<file path="src/source/mips_pkg.sv">
`default_nettype none

package mips_pkg;

	localparam int imem_words  = 32;
	localparam int dmem_words  = 32;
	localparam int imem_addr_w = $clog2(imem_words);	// Word index into instruction RAM
	localparam int dmem_addr_w = $clog2(dmem_words);	// Word index into data RAM

	typedef enum logic [5:0] {
		op_rtype = 6'h00,
		op_j     = 6'h02,
		op_jal   = 6'h03,
		op_beq   = 6'h04,
		op_bne   = 6'h05,
		op_addi  = 6'h08,
		op_slti  = 6'h0a,
		op_andi  = 6'h0c,
		op_ori   = 6'h0d,
		op_lui   = 6'h0f,
		op_lb    = 6'h20,
		op_lw    = 6'h23,
		op_sb    = 6'h28,
		op_sw    = 6'h2b
	} op_e;

	typedef enum logic [5:0] {
		fn_jr   = 6'h08,
		fn_movn = 6'h0b,
		fn_mfhi = 6'h10,
		fn_mflo = 6'h12,
		fn_mult = 6'h18,
		fn_div  = 6'h1a,
		fn_add  = 6'h20,
		fn_sub  = 6'h22,
		fn_and  = 6'h24,
		fn_or   = 6'h25,
		fn_slt  = 6'h2a
	} funct_e;

	typedef enum logic [3:0] {
		alu_add, alu_sub, alu_and, alu_or, alu_slt, alu_lui,
		alu_pass_a				// Forwards rs for movn
	} alu_op_e;

	typedef enum logic [1:0] {muu_none, muu_mult, muu_div} muu_op_e;
	typedef enum logic [1:0] {pc_seq, pc_branch, pc_jump, pc_reg} pc_src_e;
	typedef enum logic [1:0] {wb_alu, wb_mem, wb_ret, wb_muu} wb_src_e;
	typedef enum logic [1:0] {dst_rt, dst_rd, dst_ra} reg_dst_e;

	typedef struct packed {
		op_e        op;
		logic [4:0] rs;
		logic [4:0] rt;
		logic [4:0] rd;
		logic [4:0] shamt;
		funct_e     funct;
	} r_fmt_t;

	typedef struct packed {
		op_e         op;
		logic [4:0]  rs;
		logic [4:0]  rt;
		logic [15:0] imm16;
	} i_fmt_t;

	typedef struct packed {
		op_e         op;
		logic [25:0] target26;
	} j_fmt_t;

	typedef union packed {
		r_fmt_t r;				// Register format
		i_fmt_t i;				// Immediate format
		j_fmt_t j;				// Jump format
	} instr_u;

	typedef struct packed {
		reg_dst_e reg_dst;		// Destination register select
		wb_src_e  wb_src;		// Write-back source
		pc_src_e  pc_src;		// Next PC source
		logic     branch_ne;	// Branch on not equal
		alu_op_e  alu_op;
		logic     alu_src_imm;	// Operand B from immediate
		logic     imm_signed;	// Sign extend imm16
		logic     reg_we;
		logic     mem_we;
		logic     mem_byte;		// Low byte only on memory paths
		logic     is_movn;
		muu_op_e  muu_op;
		logic     muu_hi;		// mfhi rather than mflo
	} ctrl_t;

	typedef struct packed {
		logic        valid;		// Register write committed this cycle
		logic [4:0]  reg_addr;
		logic [31:0] data;
	} retire_t;

endpackage

`default_nettype wire

</file>
<file path="src/source/program_counter.sv">
`default_nettype none

module program_counter import mips_pkg::*; (
	input  wire logic        clk,
	input  wire logic        rst_n,
	input  wire pc_src_e     pc_src,
	input  wire logic        branch_ne,
	input  wire logic        zero,
	input  wire logic [31:0] b_offset,
	input  wire logic [25:0] j_target,
	input  wire logic [31:0] reg_target,
	output      logic [31:0] pc,
	output      logic [31:0] return_address
);

	logic [31:0] pc_plus4;
	logic [31:0] next_pc;
	logic        taken;

	assign pc_plus4 = pc + 32'd4;
	assign taken    = zero ^ branch_ne;				// beq on zero, bne on nonzero

	always_comb begin
		case (pc_src)
			pc_branch: next_pc = taken ? pc_plus4 + {b_offset[29:0], 2'b00} : pc_plus4;
			pc_jump:   next_pc = {pc_plus4[31:28], j_target, 2'b00};	// Region jump
			pc_reg:    next_pc = reg_target;			// jr
			default:   next_pc = pc_plus4;
		endcase
	end

	always_ff @(posedge clk or negedge rst_n) begin
		if (!rst_n) begin
			pc <= '0;
		end else begin
			pc <= next_pc;
		end
	end

	assign return_address = pc_plus4;				// Link value for jal

endmodule

`default_nettype wire

</file>
<file path="config.mk">
export PLATFORM = sky130hd
export DESIGN_NAME = program_counter
export DESIGN_NICKNAME = d
export VERILOG_FILES = /design/src/source/mips_pkg.sv /design/src/source/program_counter.sv
export SDC_FILE = /design/constraint.sdc
export NUM_CORES = 1
export LEC_CHECK = 0
export BUFFER_PORTS_ARGS = -buffer_cell sky130_fd_sc_hd__buf_2
export CORE_MARGIN = 1.5
export CORE_UTILIZATION = 45
export CTS_CLUSTER_DIAMETER = 40
export CTS_CLUSTER_SIZE = 28
export DETAILED_ROUTE_END_ITERATION = 8
export PLACE_DENSITY = 0.82
export SLEW_MARGIN = 20
export SYNTH_ARGS = -nofsm -noshare
export SYNTH_HDL_FRONTEND = slang
export SYNTH_SLANG_ARGS = --single-unit
export TNS_END_PERCENT = 30
</file>
<file path="constraint.sdc">
create_clock -name clk -period 4 [get_ports clk]
set_input_delay 0.8 -clock clk [delete_from_list [all_inputs] [get_ports clk]]
set_output_delay 0.8 -clock clk [all_outputs]
set_load 0.02 [all_outputs]
</file>
==> summary.md, run 1 <==
| Metric | Value |
|---|---|
| Post-synth cell types | `67` |
| CTS max path bufs | `2` |
| Worst-skew pair later-pin latency | `300 ps` |
| Buffers added on ports | `157` |
| Final worst path period need | `3780 ps` |
| Tot GR Track Use | `between 20 and 30%` |
| Max rail drop VDD | `0.266 mV` |
| Met3 usage | `2.82%` |
| Delay-heaviest family, CP | `compound AO/OA/AOI/OAI gates` |
| Pwr Density | `411 nW/um^2` |
| Die X | `96.5 um` |
| Worst hold slack | `500 ps` |
| Die area | `9320 um^2` |
| Sw Share | `47.7%` |
| Diodes inserted | `0` |
| Post-synthesis cell count | `495` |
| CP arrival | `between 3000 and 4000 ps` |
| Critical Path Fanout Max | `6` |
| Crit path required time | `4180 ps` |
| Core Rows | `33` |
| Worst-path cell chain | `ha_1, nand3_2, buf_4, nor2_1, nand4_1, xnor2_1, ha_1, and3_1, nand4_1, a21oi_1, nor3_4, o31ai_2, a22oi_2, a31oi_2, nor2_1, a311o_1` |
| Sw Pwr | `997 uW` |
| GP Congestion | `0.918` |
| Hold WC Path Type | `flop to flop` |
| Clk root buf | `clkbuf_8` |
| Largest family of logic cells by synthesized area | `compound AO/OA/AOI/OAI gates` |
| Synth Area in Simple Gates | `between 20% and 30%` |
| Post-Route Skew | `5.74 ps` |
| Largest net degree at the start of global routing | `45` |
| Max-slew violation count | `0` |
| Worst path buffer plus inverter count | `1` |
| Final Setup Violations | `0` |
| Routed wire per std cell | `~17 um` |
| CP Capture Type | `flop` |
| Synthesized Nets | `626` |
| Met2 Use GR | `49.9%` |
| Upper clock frequency limit | `265 MHz` |
| Post-synth ARST share | `100%` |
| Max-slew headroom | `46.4%` |
| Max reg flops | `32` |
| Post-synth EDFFs | `0` |
| Drt drc | `0` |
| Synthesized cell area | `about 3900 um^2` |
| Proportion of power drawn by combinational gates | `slightly above 60%` |
| Layout cells sized above 1 | `32.5%` |
| Clock power frac | `15.9%` |
| WS Path Type | `flop to flop` |
| Share of total power in sequential cells | `between 20% and 30%` |
| Fin. Hold Viols | `0` |
| Via density | `5.79` |
| Gr busiest metal | `met2` |
| Final wirelength | `about 13,000 um` |
| Unrepaired setup endpoints after global routing | `no` |
| Synth Area in XOR/XNOR | `a little under an eighth` |
| Pleak | `0.00251 uW` |
| P&R area growth vs syn | `29.2%` |
| Final period util | `94.5%` |
| Post-synth top flop | `dfrtp_1` |
| Detail Route Antenna Nets | `0` |
| Max Cap Viol | `0` |
| Hold buffers post-CTS | `0` |
| Run status | `complete, no violations` |
| Pint | `1090 uW` |
| Vias in the first global route | `about 4.2k` |
| Slowest CP cell | `dfrtp_2` |
| Final instance area | `5090 um^2` |
| Placed Instance Area | `4930 um^2` |
| Effective utilization at floorplan | `47.2%` |
| CP peak stage delay | `410 ps` |
| Grt ovf | `0` |
| Sequential area share after synthesis | `20.3%` |
| Synth Area in Compound Gates | `25.0%` |
| Seq cells post-synth | `32` |
| Final net count | `~800` |
| Clock transition at path regs | `80 ps` |
| Initial DRC Count | `252` |
| # IOs | `160` |
| DRT Pass-1 Iters | `5` |
| Mux cell area share after synthesis | `6.48%` |
| Global-route wire length before repair | `20,100 um` |
| Inserted Clock Buffers | `5` |
| CORE AREA | `approximately 8300 um^2` |
| Crit start category | `flop` |
| Fillcell total | `around 800` |
| H-tree lvl count | `2` |
| Least-Margin Pin Slew | `804 ps` |
| TNS Setup | `0 ps` |
| Adder-Cell Fraction of Synth Area | `a little under an eighth` |
| Warning count from the yosys run | `0` |
| Detailed placement HPWL | `10,100 um` |
| Syn_area_per_cell | `between 7 and 8 um^2` |
| Clk sinks | `32` |
| Met1 Track Usage GR | `between 30% and 40%` |
| TritonCTS clock tree | `built` |
| Die Ht | `96.5 um` |
| Via count | `4,438` |
| Initial antenna violation count | `0` |
layout by cell type, fill, tap and decap left out, types with 3 or more instances in the layout:
master / Yosys / routed
a211oi_1: 16 / 16
ha_1: 34 / 34
o21ai_0: 18 / 18
nand3_1: 13 / 12
and3_1: 12 / 12
xor2_1: 19 / 19
a31oi_1: 6 / 6
o21bai_1: 3 / 3
a21oi_1: 48 / 48
clkbuf_8: 1 / 5
nand2b_1: 4 / 4
xnor2_2: 1 / 5
nor3_1: 4 / 4
buf_4: 3 / 25
mux2i_1: 21 / 21
nor2_1: 40 / 40
a21o_1: 13 / 13
a22oi_1: 5 / 4
nor2b_1: 6 / 6
o211ai_1: 3 / 3
nand4_1: 11 / 11
nand2_1: 56 / 56
mux2_2: 4 / 4
xnor2_1: 30 / 26
buf_2: 2 / 157
inv_1: 17 / 17
dfrtp_1: 32 / 30
o22ai_1: 7 / 7
o21ai_1: 3 / 3
final timing paths:
check / start / to / slack, ps / cells past startpoint
setup / recovery: pc[2] / pc[29] / 220 / 16
hold / removal: pc[1] / pc[1] / 500 / 1
setup reg to reg: pc[2] / pc[29] / 220 / 16
hold reg to reg: pc[1] / pc[1] / 500 / 1
max in group asynchronous: rst_n / pc[3] / 2870 / 1
min in group asynchronous: rst_n / pc[2] / 580 / 1
area by class of cell:
class                      instances  area [um^2]  share of cell area (%)
clock buffer                       5         68.8                    1.35
timing repair buffer             182          973                    19.1
tap                              105          131                    2.58
multi-input combinational        422         3000                    59.0
inverter                          18         67.6                    1.33
clock inverter                     3         42.5                   0.836
sequential                        32          803                    15.8
Yosys cell counts, drive strengths merged (2+ instances only):
| master | count | area [um^2] |
|---|---|---|
| ha | 34 | 425 |
| a211oi | 17 | 133 |
| nor2 | 41 | 156 |
| a21oi | 48 | 240 |
| nand4 | 13 | 93.8 |
| a221o | 2 | 20.0 |
| o31ai | 3 | 27.5 |
| inv | 17 | 63.8 |
| o22ai | 7 | 43.8 |
| clkbuf | 15 | 66.3 |
| a31oi | 7 | 50.1 |
| nand3 | 13 | 65.1 |
| and2 | 2 | 12.5 |
| nor4 | 2 | 27.5 |
| xor2 | 19 | 166 |
| o2bb2ai | 2 | 17.5 |
| mux2 | 4 | 45.0 |
| and3 | 12 | 75.1 |
| a21o | 13 | 97.6 |
| nor3 | 7 | 56.3 |
| nand2 | 56 | 210 |
| a21boi | 2 | 15.0 |
| or3 | 2 | 12.5 |
| o21ai | 21 | 105 |
| o2111ai | 2 | 17.5 |
| nand2b | 4 | 25.0 |
| dfrtp | 32 | 801 |
| and4 | 2 | 17.5 |
| buf | 8 | 58.8 |
| o211ai | 3 | 22.5 |
| o21bai | 3 | 22.5 |
| a22oi | 5 | 37.5 |
| nor2b | 6 | 37.5 |
| o21a | 2 | 15.0 |
| mux2i | 21 | 210 |
| xnor2 | 31 | 279 |
cell families (layout without fill, tap and decap cells):
family,after synthesis,after routing
DFF,32,32
muxes,25,25
buffers and inverters,41,208
adders and majority gates,35,35
and+or+nand+nor,163,163
AOI/OAI and AO/OA,149,149
xor gates and xnor gates,50,50
power by group through the flow:
stage	Sequential (uW)	Clock, uW	Combinational, uW
final	461	332	1300
after global routing	469	349	1420
after CTS	454	339	1280
after detailed placement	460	0	1270
after global placement	456	0	1250
after floorplan	518	0	821
metal layers:
| layer | part of all wire (%) | routed length (um) | vias to the layer above |
|---|---|---|---|
| li1 | - | - | 2136 |
| met1 | 42 | 5440 | 2066 |
| met2 | 49 | 6390 | 213 |
| met3 | 6.3 | 811 | 23 |
| met4 | 2.2 | 283 | 0 |
| met5 | 0 | 0 | - |
stage by stage:
stage               util, %  setup WS (ps)  total power, uW  instances
floorplan                 -           37.5             1340        495
global placement       59.1            182             1700        758
detailed placement     59.1            137             1730        758
CTS                    60.4           91.9             2070        766
global route           61.0           23.5             2240        767
finish                 61.0            220             2090        767
what timing repair did:
action,4_1_cts,5_1_grt
endpoints found under the setup margin,0,9
buffers inserted,0,1
gates resized for setup,0,6
(Power assumes the default switching activity.)
==> run 2: changes to the inputs <==
BUFFER_PORTS_ARGS = not set   (was -buffer_cell sky130_fd_sc_hd__buf_2)
CORE_MARGIN = 10   (was 1.5)
DONT_BUFFER_PORTS = 1   (was not set)
PLACE_DENSITY = 0.67   (was 0.82)
==> run 2 against run 1 <==
Compared with the run above:
- critical path depth increased by 1
- combinational power decreased by 10%
- global-route usage decreased by 7.9 points
- first-iteration DRC count increased by 58%
- sequential power increased by 8.0%
- critical path type unchanged
- largest power group unchanged
==> summary.md, run 2 (synthesis results as in run 1) <==
| Metric | Value |
|---|---|
| Run status | `complete, no violations` |
| Crit path required time | `4230 ps (+50 ps)` |
| Pwr Density | `446 nW/um^2 (+8.4%)` |
| TritonCTS clock tree | `built` |
| Max Cap Viol | `0 (unchanged)` |
| Worst-skew pair later-pin latency | `290 ps (about the same)` |
| Worst flop-to-flop path endpoint | `pc[31]` |
| Die X | `114 um (+18%)` |
| Max-slew headroom | `44.5% (-1.9 points)` |
| Commonest non-fill, non-tap cell in the layout | `nand2_1` |
| Post-Route Skew | `14.5 ps (+8.73 ps)` |
| Detailed placement HPWL | `10,600 um (+5.3%)` |
| CP peak stage delay | `380 ps (-30 ps)` |
| DRT Pass-1 Iters | `5 (unchanged)` |
| Worst path buffer plus inverter count | `1 (unchanged)` |
| Buffers added on ports | `0 (-100%)` |
| Delay-heaviest family, CP | `simple AND/OR/NAND/NOR gates` |
| Detail Route Antenna Nets | `0 (unchanged)` |
| Inserted Clock Buffers | `5 (unchanged)` |
| Global-route wire length before repair | `21,100 um (+5.4%)` |
| Core Rows | `34 (+3.0%)` |
| Worst r2r path cells | `17 (+1)` |
| Slowest CP cell | `dfrtp_2` |
| Final worst path period need | `3750 ps (-30.8 ps)` |
| Final core utilization | `52.1% (-8.9 points)` |
| Final wirelength | `13,500 um (+4.7%)` |
| Hold WC Path Type | `primary input to async pin` |
| Diodes inserted | `0 (unchanged)` |
| Worst-path cell chain | `ha_1, nand3_2, nor4_4, nand4_1, inv_1, nand3_1, xnor2_2, ha_1, a21o_1, a21o_1, nor4_2, a31oi_2, nor2_2, a311oi_2, xor2_1, a211o_2, nand3_1` |
| Effective utilization at floorplan | `45.6% (-1.6 points)` |
| Hold buffers post-CTS | `0 (unchanged)` |
| Setup ws final | `251 ps (+30.8 ps)` |
| Fillcell total | `814 (+4.0%)` |
| Fin. Hold Viols | `0 (unchanged)` |
| Crit start category | `flop` |
| Die area | `12,900 um^2 (+38%)` |
| CORE AREA | `8640 um^2 (+3.5%)` |
| Worst hold slack | `185 ps (-315 ps)` |
| Least-Margin Pin Slew | `830 ps (+25.8 ps)` |
| Reg-to-reg setup timing slack | `250 ps (+30 ps)` |
| Grt ovf | `0 (unchanged)` |
| Via count | `3,923 (-12%)` |
| Reg2Reg Launch Point | `pc[3]` |
| Max rail drop VDD | `0.166 mV (-37%)` |
| Largest net degree at the start of global routing | `46 (+2.2%)` |
| CP arrival | `3980 ps (+20 ps)` |
| Clk sinks | `32 (unchanged)` |
| Clk root buf | `clkbuf_8` |
| CP Capture Type | `flop` |
| Critical Path Fanout Max | `3 (-3)` |
| Placement Setup Slack | `136 ps (-0.599 ps)` |
| Commonest cells after routing, fill and taps aside | `nand2_1, buf_4, a21oi_1` |
| Routed wire per std cell | `21.3 um (+26%)` |
| Final period util | `93.7% (-0.77 points)` |
| Initial DRC Count | `397 (+58%)` |
| # IOs | `160 (unchanged)` |
| Layout cells sized above 1 | `16.3% (-16 points)` |
| Pleak | `0.00201 uW (-20%)` |
| Via density | `6.16 (+6.4%)` |
| Max-slew violation count | `0 (unchanged)` |
| WS Path Type | `flop to flop` |
| Final net count | `659 (-17%)` |
| P&R area growth vs syn | `14.3%` |
| Initial antenna violation count | `0 (unchanged)` |
| Clock transition at path regs | `90 ps (about the same)` |
| H-tree lvl count | `2 (unchanged)` |
| Tot GR Track Use | `19.9% (-7.9 points)` |
| Upper clock frequency limit | `267 MHz (+0.82%)` |
| Unrepaired setup endpoints after global routing | `yes` |
| Final Setup Violations | `0 (unchanged)` |
| Drt drc | `0 (unchanged)` |
| Die Ht | `114 um (+18%)` |
| Vias in the first global route | `3,948 (-5.5%)` |
| Max reg flops | `32 (unchanged)` |
| CTS max path bufs | `2 (unchanged)` |
| GP Congestion | `0.958 (+4.3%)` |
==> run 2: cell count changes in the layout (fill, tap and decap cells not counted), sizes merged <==
cell and change:
buf -133
==> run 2: worst max-delay path by stage <==
stage	startpoint	to	slack (ps)	depth (start not counted)
floorplan	pc[2]	pc[31]	40	19
global placement	pc[2]	pc[31]	150	18
detailed placement	pc[2]	pc[31]	140	16
CTS	pc[3]	pc[31]	70	17
global route	pc[2]	pc[31]	-10	17
finish	pc[3]	pc[31]	250	17
==> run 2: report_power, final <==
group	internal, uW	switching [uW]
combinational	481	686
clock	185	156
sequential	379	119
==> run 2: metal layers <==
layer	vias up	routed length [um]	global-route usage [%]
met4	0	218	5.92
met5	-	0	0
met1	1844	5480	24.1
li1	1881	-	-
met3	13	1430	5.98
met2	185	6420	33.1
==> run 2: layout make-up <==
class	instances	area, um^2	area share [%]
clock inverter	3	42.5	0.945
inverter	18	67.6	1.50
multi-input combinational	422	3010	67.0
clock buffer	5	68.8	1.53
sequential	32	803	17.9
timing repair buffer	49	368	8.18
tap	108	135	3.00
==> run 2: worst reg2reg max path, delay by kind of cell, from the launching register on <==
kind,cells,cell delay [ps]
DFF,1,380
AOI/OAI and AO/OA,5,990
and+or+nand+nor,7,1250
xor gates and xnor gates,2,360
adders and majority gates,2,520
buffers and inverters,1,190
==> run 2: per-stage QoR <==
step,std cells,cell area [um^2],power [uW],setup TNS [ps]
after floorplan,495,3960,1340,0
after global placement,628,4330,1620,0
after detailed placement,628,4330,1640,0
after CTS,636,4440,1990,0
after global routing,637,4500,2150,-12.1
final,637,4500,2010,0
==> run 2: what timing repair did <==
item	4_1_cts	5_1_grt
setup endpoints to repair	0	6
hold endpoints to repair	0	0
resized for setup	0	10
buffers inserted	0	1
==> run 3: changes to the inputs <==
CORE_UTILIZATION = 50   (was 45)
GPL_ROUTABILITY_DRIVEN = 1   (was not set)
PLACE_DENSITY = 0.72   (was 0.67)
clock period = 4.3 ns   (was 4 ns; I/O delays follow)
==> run 3 against run 2 <==
Compared with the run above:
- sequential power fell by 4%
- clock skew fell by 7.2 ps
- sequential share of layout area rose by 0.51 points
- critical path depth did not move
- clock power fell by 8.8%
- count of clock-buffer cells in the layout did not move
- global-route usage rose by 1.5 points
- register-to-register slack improved by 50 ps
- final area fell by 2.9%
- non-clock buffer count fell by 8
- fmax fell by 6.2%
- largest power group unchanged
- highest routed layer unchanged
==> summary.md, run 3 (synthesis results as in run 1) <==
| Metric | Value |
|---|---|
| Tot GR Track Use | `21.4% (+1.5 points)` |
| Crit start category | `flop` |
| Buffers added on ports | `0 (unchanged)` |
| Fin. Hold Viols | `0 (unchanged)` |
| Run status | `complete, no violations` |
| Max Cap Viol | `0 (unchanged)` |
| Slowest CP cell | `dfrtp_2` |
| Delay-heaviest family, CP | `simple AND/OR/NAND/NOR gates` |
| Max reg flops | `32 (unchanged)` |
| Worst r2r path cells | `17 (unchanged)` |
| Hold buffers post-CTS | `0 (unchanged)` |
| Effective utilization at floorplan | `51.2% (+5.6 points)` |
| Dpl cells | `614 (-2.2%)` |
| Vias in the first global route | `3,851 (-2.5%)` |
| Upper clock frequency limit | `250 MHz (-6.2%)` |
| CTS max path bufs | `2 (unchanged)` |
| Die Ht | `109 um (-4.2%)` |
| Reg-to-reg setup timing slack | `300 ps (+50 ps)` |
| Worst path buffer plus inverter count | `1 (unchanged)` |
| Initial DRC Count | `236 (-41%)` |
| TritonCTS clock tree | `built` |
| Die area | `11,800 um^2 (-8.3%)` |
| Max rail drop VDD | `0.194 mV (+17%)` |
| CORE AREA | `7690 um^2 (-11%)` |
| Clk sinks | `32 (unchanged)` |
| Final period util | `93.0% (-0.74 points)` |
| Max-slew violation count | `0 (unchanged)` |
| CP arrival | `4230 ps (+250 ps)` |
| Drt drc | `0 (unchanged)` |
| Worst flop-to-flop path endpoint | `pc[31]` |
| Clk root buf | `clkbuf_8` |
| Global-route wire length before repair | `20,400 um (-3.3%)` |
| Initial antenna violation count | `0 (unchanged)` |
| Crit path required time | `4540 ps (+310 ps)` |
| # IOs | `160 (unchanged)` |
| Largest net degree at the start of global routing | `46 (unchanged)` |
| Setup ws final | `302 ps (+50.6 ps)` |
| DRT Pass-1 Iters | `5 (unchanged)` |
| Critical Path Fanout Max | `7 (+4)` |
| Core Rows | `32 (-5.9%)` |
| GP Congestion | `0.901 (-5.9%)` |
| Die X | `109 um (-4.2%)` |
| Hold WC Path Type | `primary input to async pin` |
| Final Setup Violations | `0 (unchanged)` |
| Commonest cells after routing, fill and taps aside | `nand2_1, a21oi_1, buf_4` |
| Pleak | `0.00194 uW (-3.4%)` |
| Inserted Clock Buffers | `5 (unchanged)` |
| Layout Cells excl Fill | `623 (-2.2%)` |
| Placement Setup Slack | `286 ps (+150 ps)` |
| Final wirelength | `13,400 um (-1.0%)` |
| Fillcell total | `703 (-14%)` |
| Worst-skew pair later-pin latency | `290 ps (about the same)` |
| Reg2Reg Launch Point | `pc[10]` |
| Grt ovf | `0 (unchanged)` |
| Detailed placement HPWL | `10,500 um (-1.7%)` |
| CP Capture Type | `flop` |
| Least-Margin Pin Slew | `669 ps (-161 ps)` |
| Routed wire per std cell | `21.5 um (+1.2%)` |
| H-tree lvl count | `2 (unchanged)` |
| Max-slew headroom | `55.2% (+11 points)` |
| Clock transition at path regs | `80 ps (about the same)` |
| Diodes inserted | `0 (unchanged)` |
| Via count | `3,926 (+0.076%)` |
| Commonest non-fill, non-tap cell in the layout | `nand2_1` |
| WS Path Type | `flop to flop` |
| Post-Route Skew | `7.26 ps (-7.21 ps)` |
| Pwr Density | `420 nW/um^2 (-5.8%)` |
| Final worst path period need | `4000 ps (+249 ps)` |
| Detail Route Antenna Nets | `0 (unchanged)` |
| CP peak stage delay | `470 ps (+90 ps)` |
| Layout cells sized above 1 | `13.2% (-3.0 points)` |
| P&R area growth vs syn | `10.9%` |
| Worst-path cell chain | `nand4_2, nor4_4, nand4_1, inv_1, and3_1, nand3_1, xnor2_1, ha_1, a21o_1, a21o_1, a21oi_1, a21oi_1, nor2b_1, a311oi_2, xor2_1, a211o_2, nand3_1` |
| Final net count | `651 (-1.2%)` |
| Via density | `6.30 (+2.3%)` |
==> run 3: changes by cell type in the layout (fill, tap and decap cells not counted), moves of 2 or more <==
| cell | change |
|---|---|
| xnor2_1 | +2 |
| nand3_2 | -2 |
| a21oi_2 | -2 |
| xnor2_2 | -2 |
| nand3_1 | +2 |
| a21oi_1 | +2 |
| buf_4 | -8 |
==> run 3: layout make-up <==
type	count	area, um^2	share of cell area [%]
timing repair buffer	41	308	7.05
tap	102	128	2.92
sequential	32	802	18.4
inverter	18	67.6	1.55
clock inverter	3	42.5	0.974
multi-input combinational	422	2950	67.6
clock buffer	5	68.8	1.58
==> run 3: through the flow <==
| stage | hold slack, ps | util [%] | cell area, um^2 | total power, uW | TNS [ps] |
|---|---|---|---|---|---|
| floorplan | 564 | - | 3940 | 1240 | 0 |
| global placement | 566 | 55.2 | 4240 | 1490 | 0 |
| detailed placement | 566 | 55.2 | 4240 | 1510 | 0 |
| CTS | 241 | 56.6 | 4350 | 1830 | 0 |
| global route | 235 | 56.8 | 4370 | 1950 | -5.25 |
| finish | 249 | 56.8 | 4370 | 1840 | 0 |
==> run 3: timing repair <==
item	in CTS	in global routing
endpoints found under the setup margin	0	2
buffers inserted	0	1
gates resized for setup	0	3
==> run 3: worst max-delay path by stage <==
stage | startpoint | to | slack, ps | depth (start not counted)
global route | pc[3] | pc[31] | -5 | 17
floorplan | pc[2] | pc[31] | 110 | 19
finish | pc[10] | pc[31] | 300 | 17
CTS | pc[3] | pc[31] | 240 | 18
detailed placement | pc[3] | pc[31] | 290 | 18
global placement | pc[3] | pc[31] | 310 | 18
==> run 3: power by group <==
part,internal [uW],switching (uW),total [uW]
Combinational,430,616,1050
Clock,172,140,311
Sequential,352,125,478
==> run 3: per-layer routing <==
| metal | global-route usage (%) | routed length, um | vias up |
|---|---|---|---|
| met2 | 36.1 | 6410 | 178 |
| li1 | - | - | 1861 |
| met1 | 25.3 | 5360 | 1874 |
| met3 | 7.79 | 1510 | 13 |
| met5 | 0 | 0 | - |
| met4 | 5.08 | 121 | 0 |
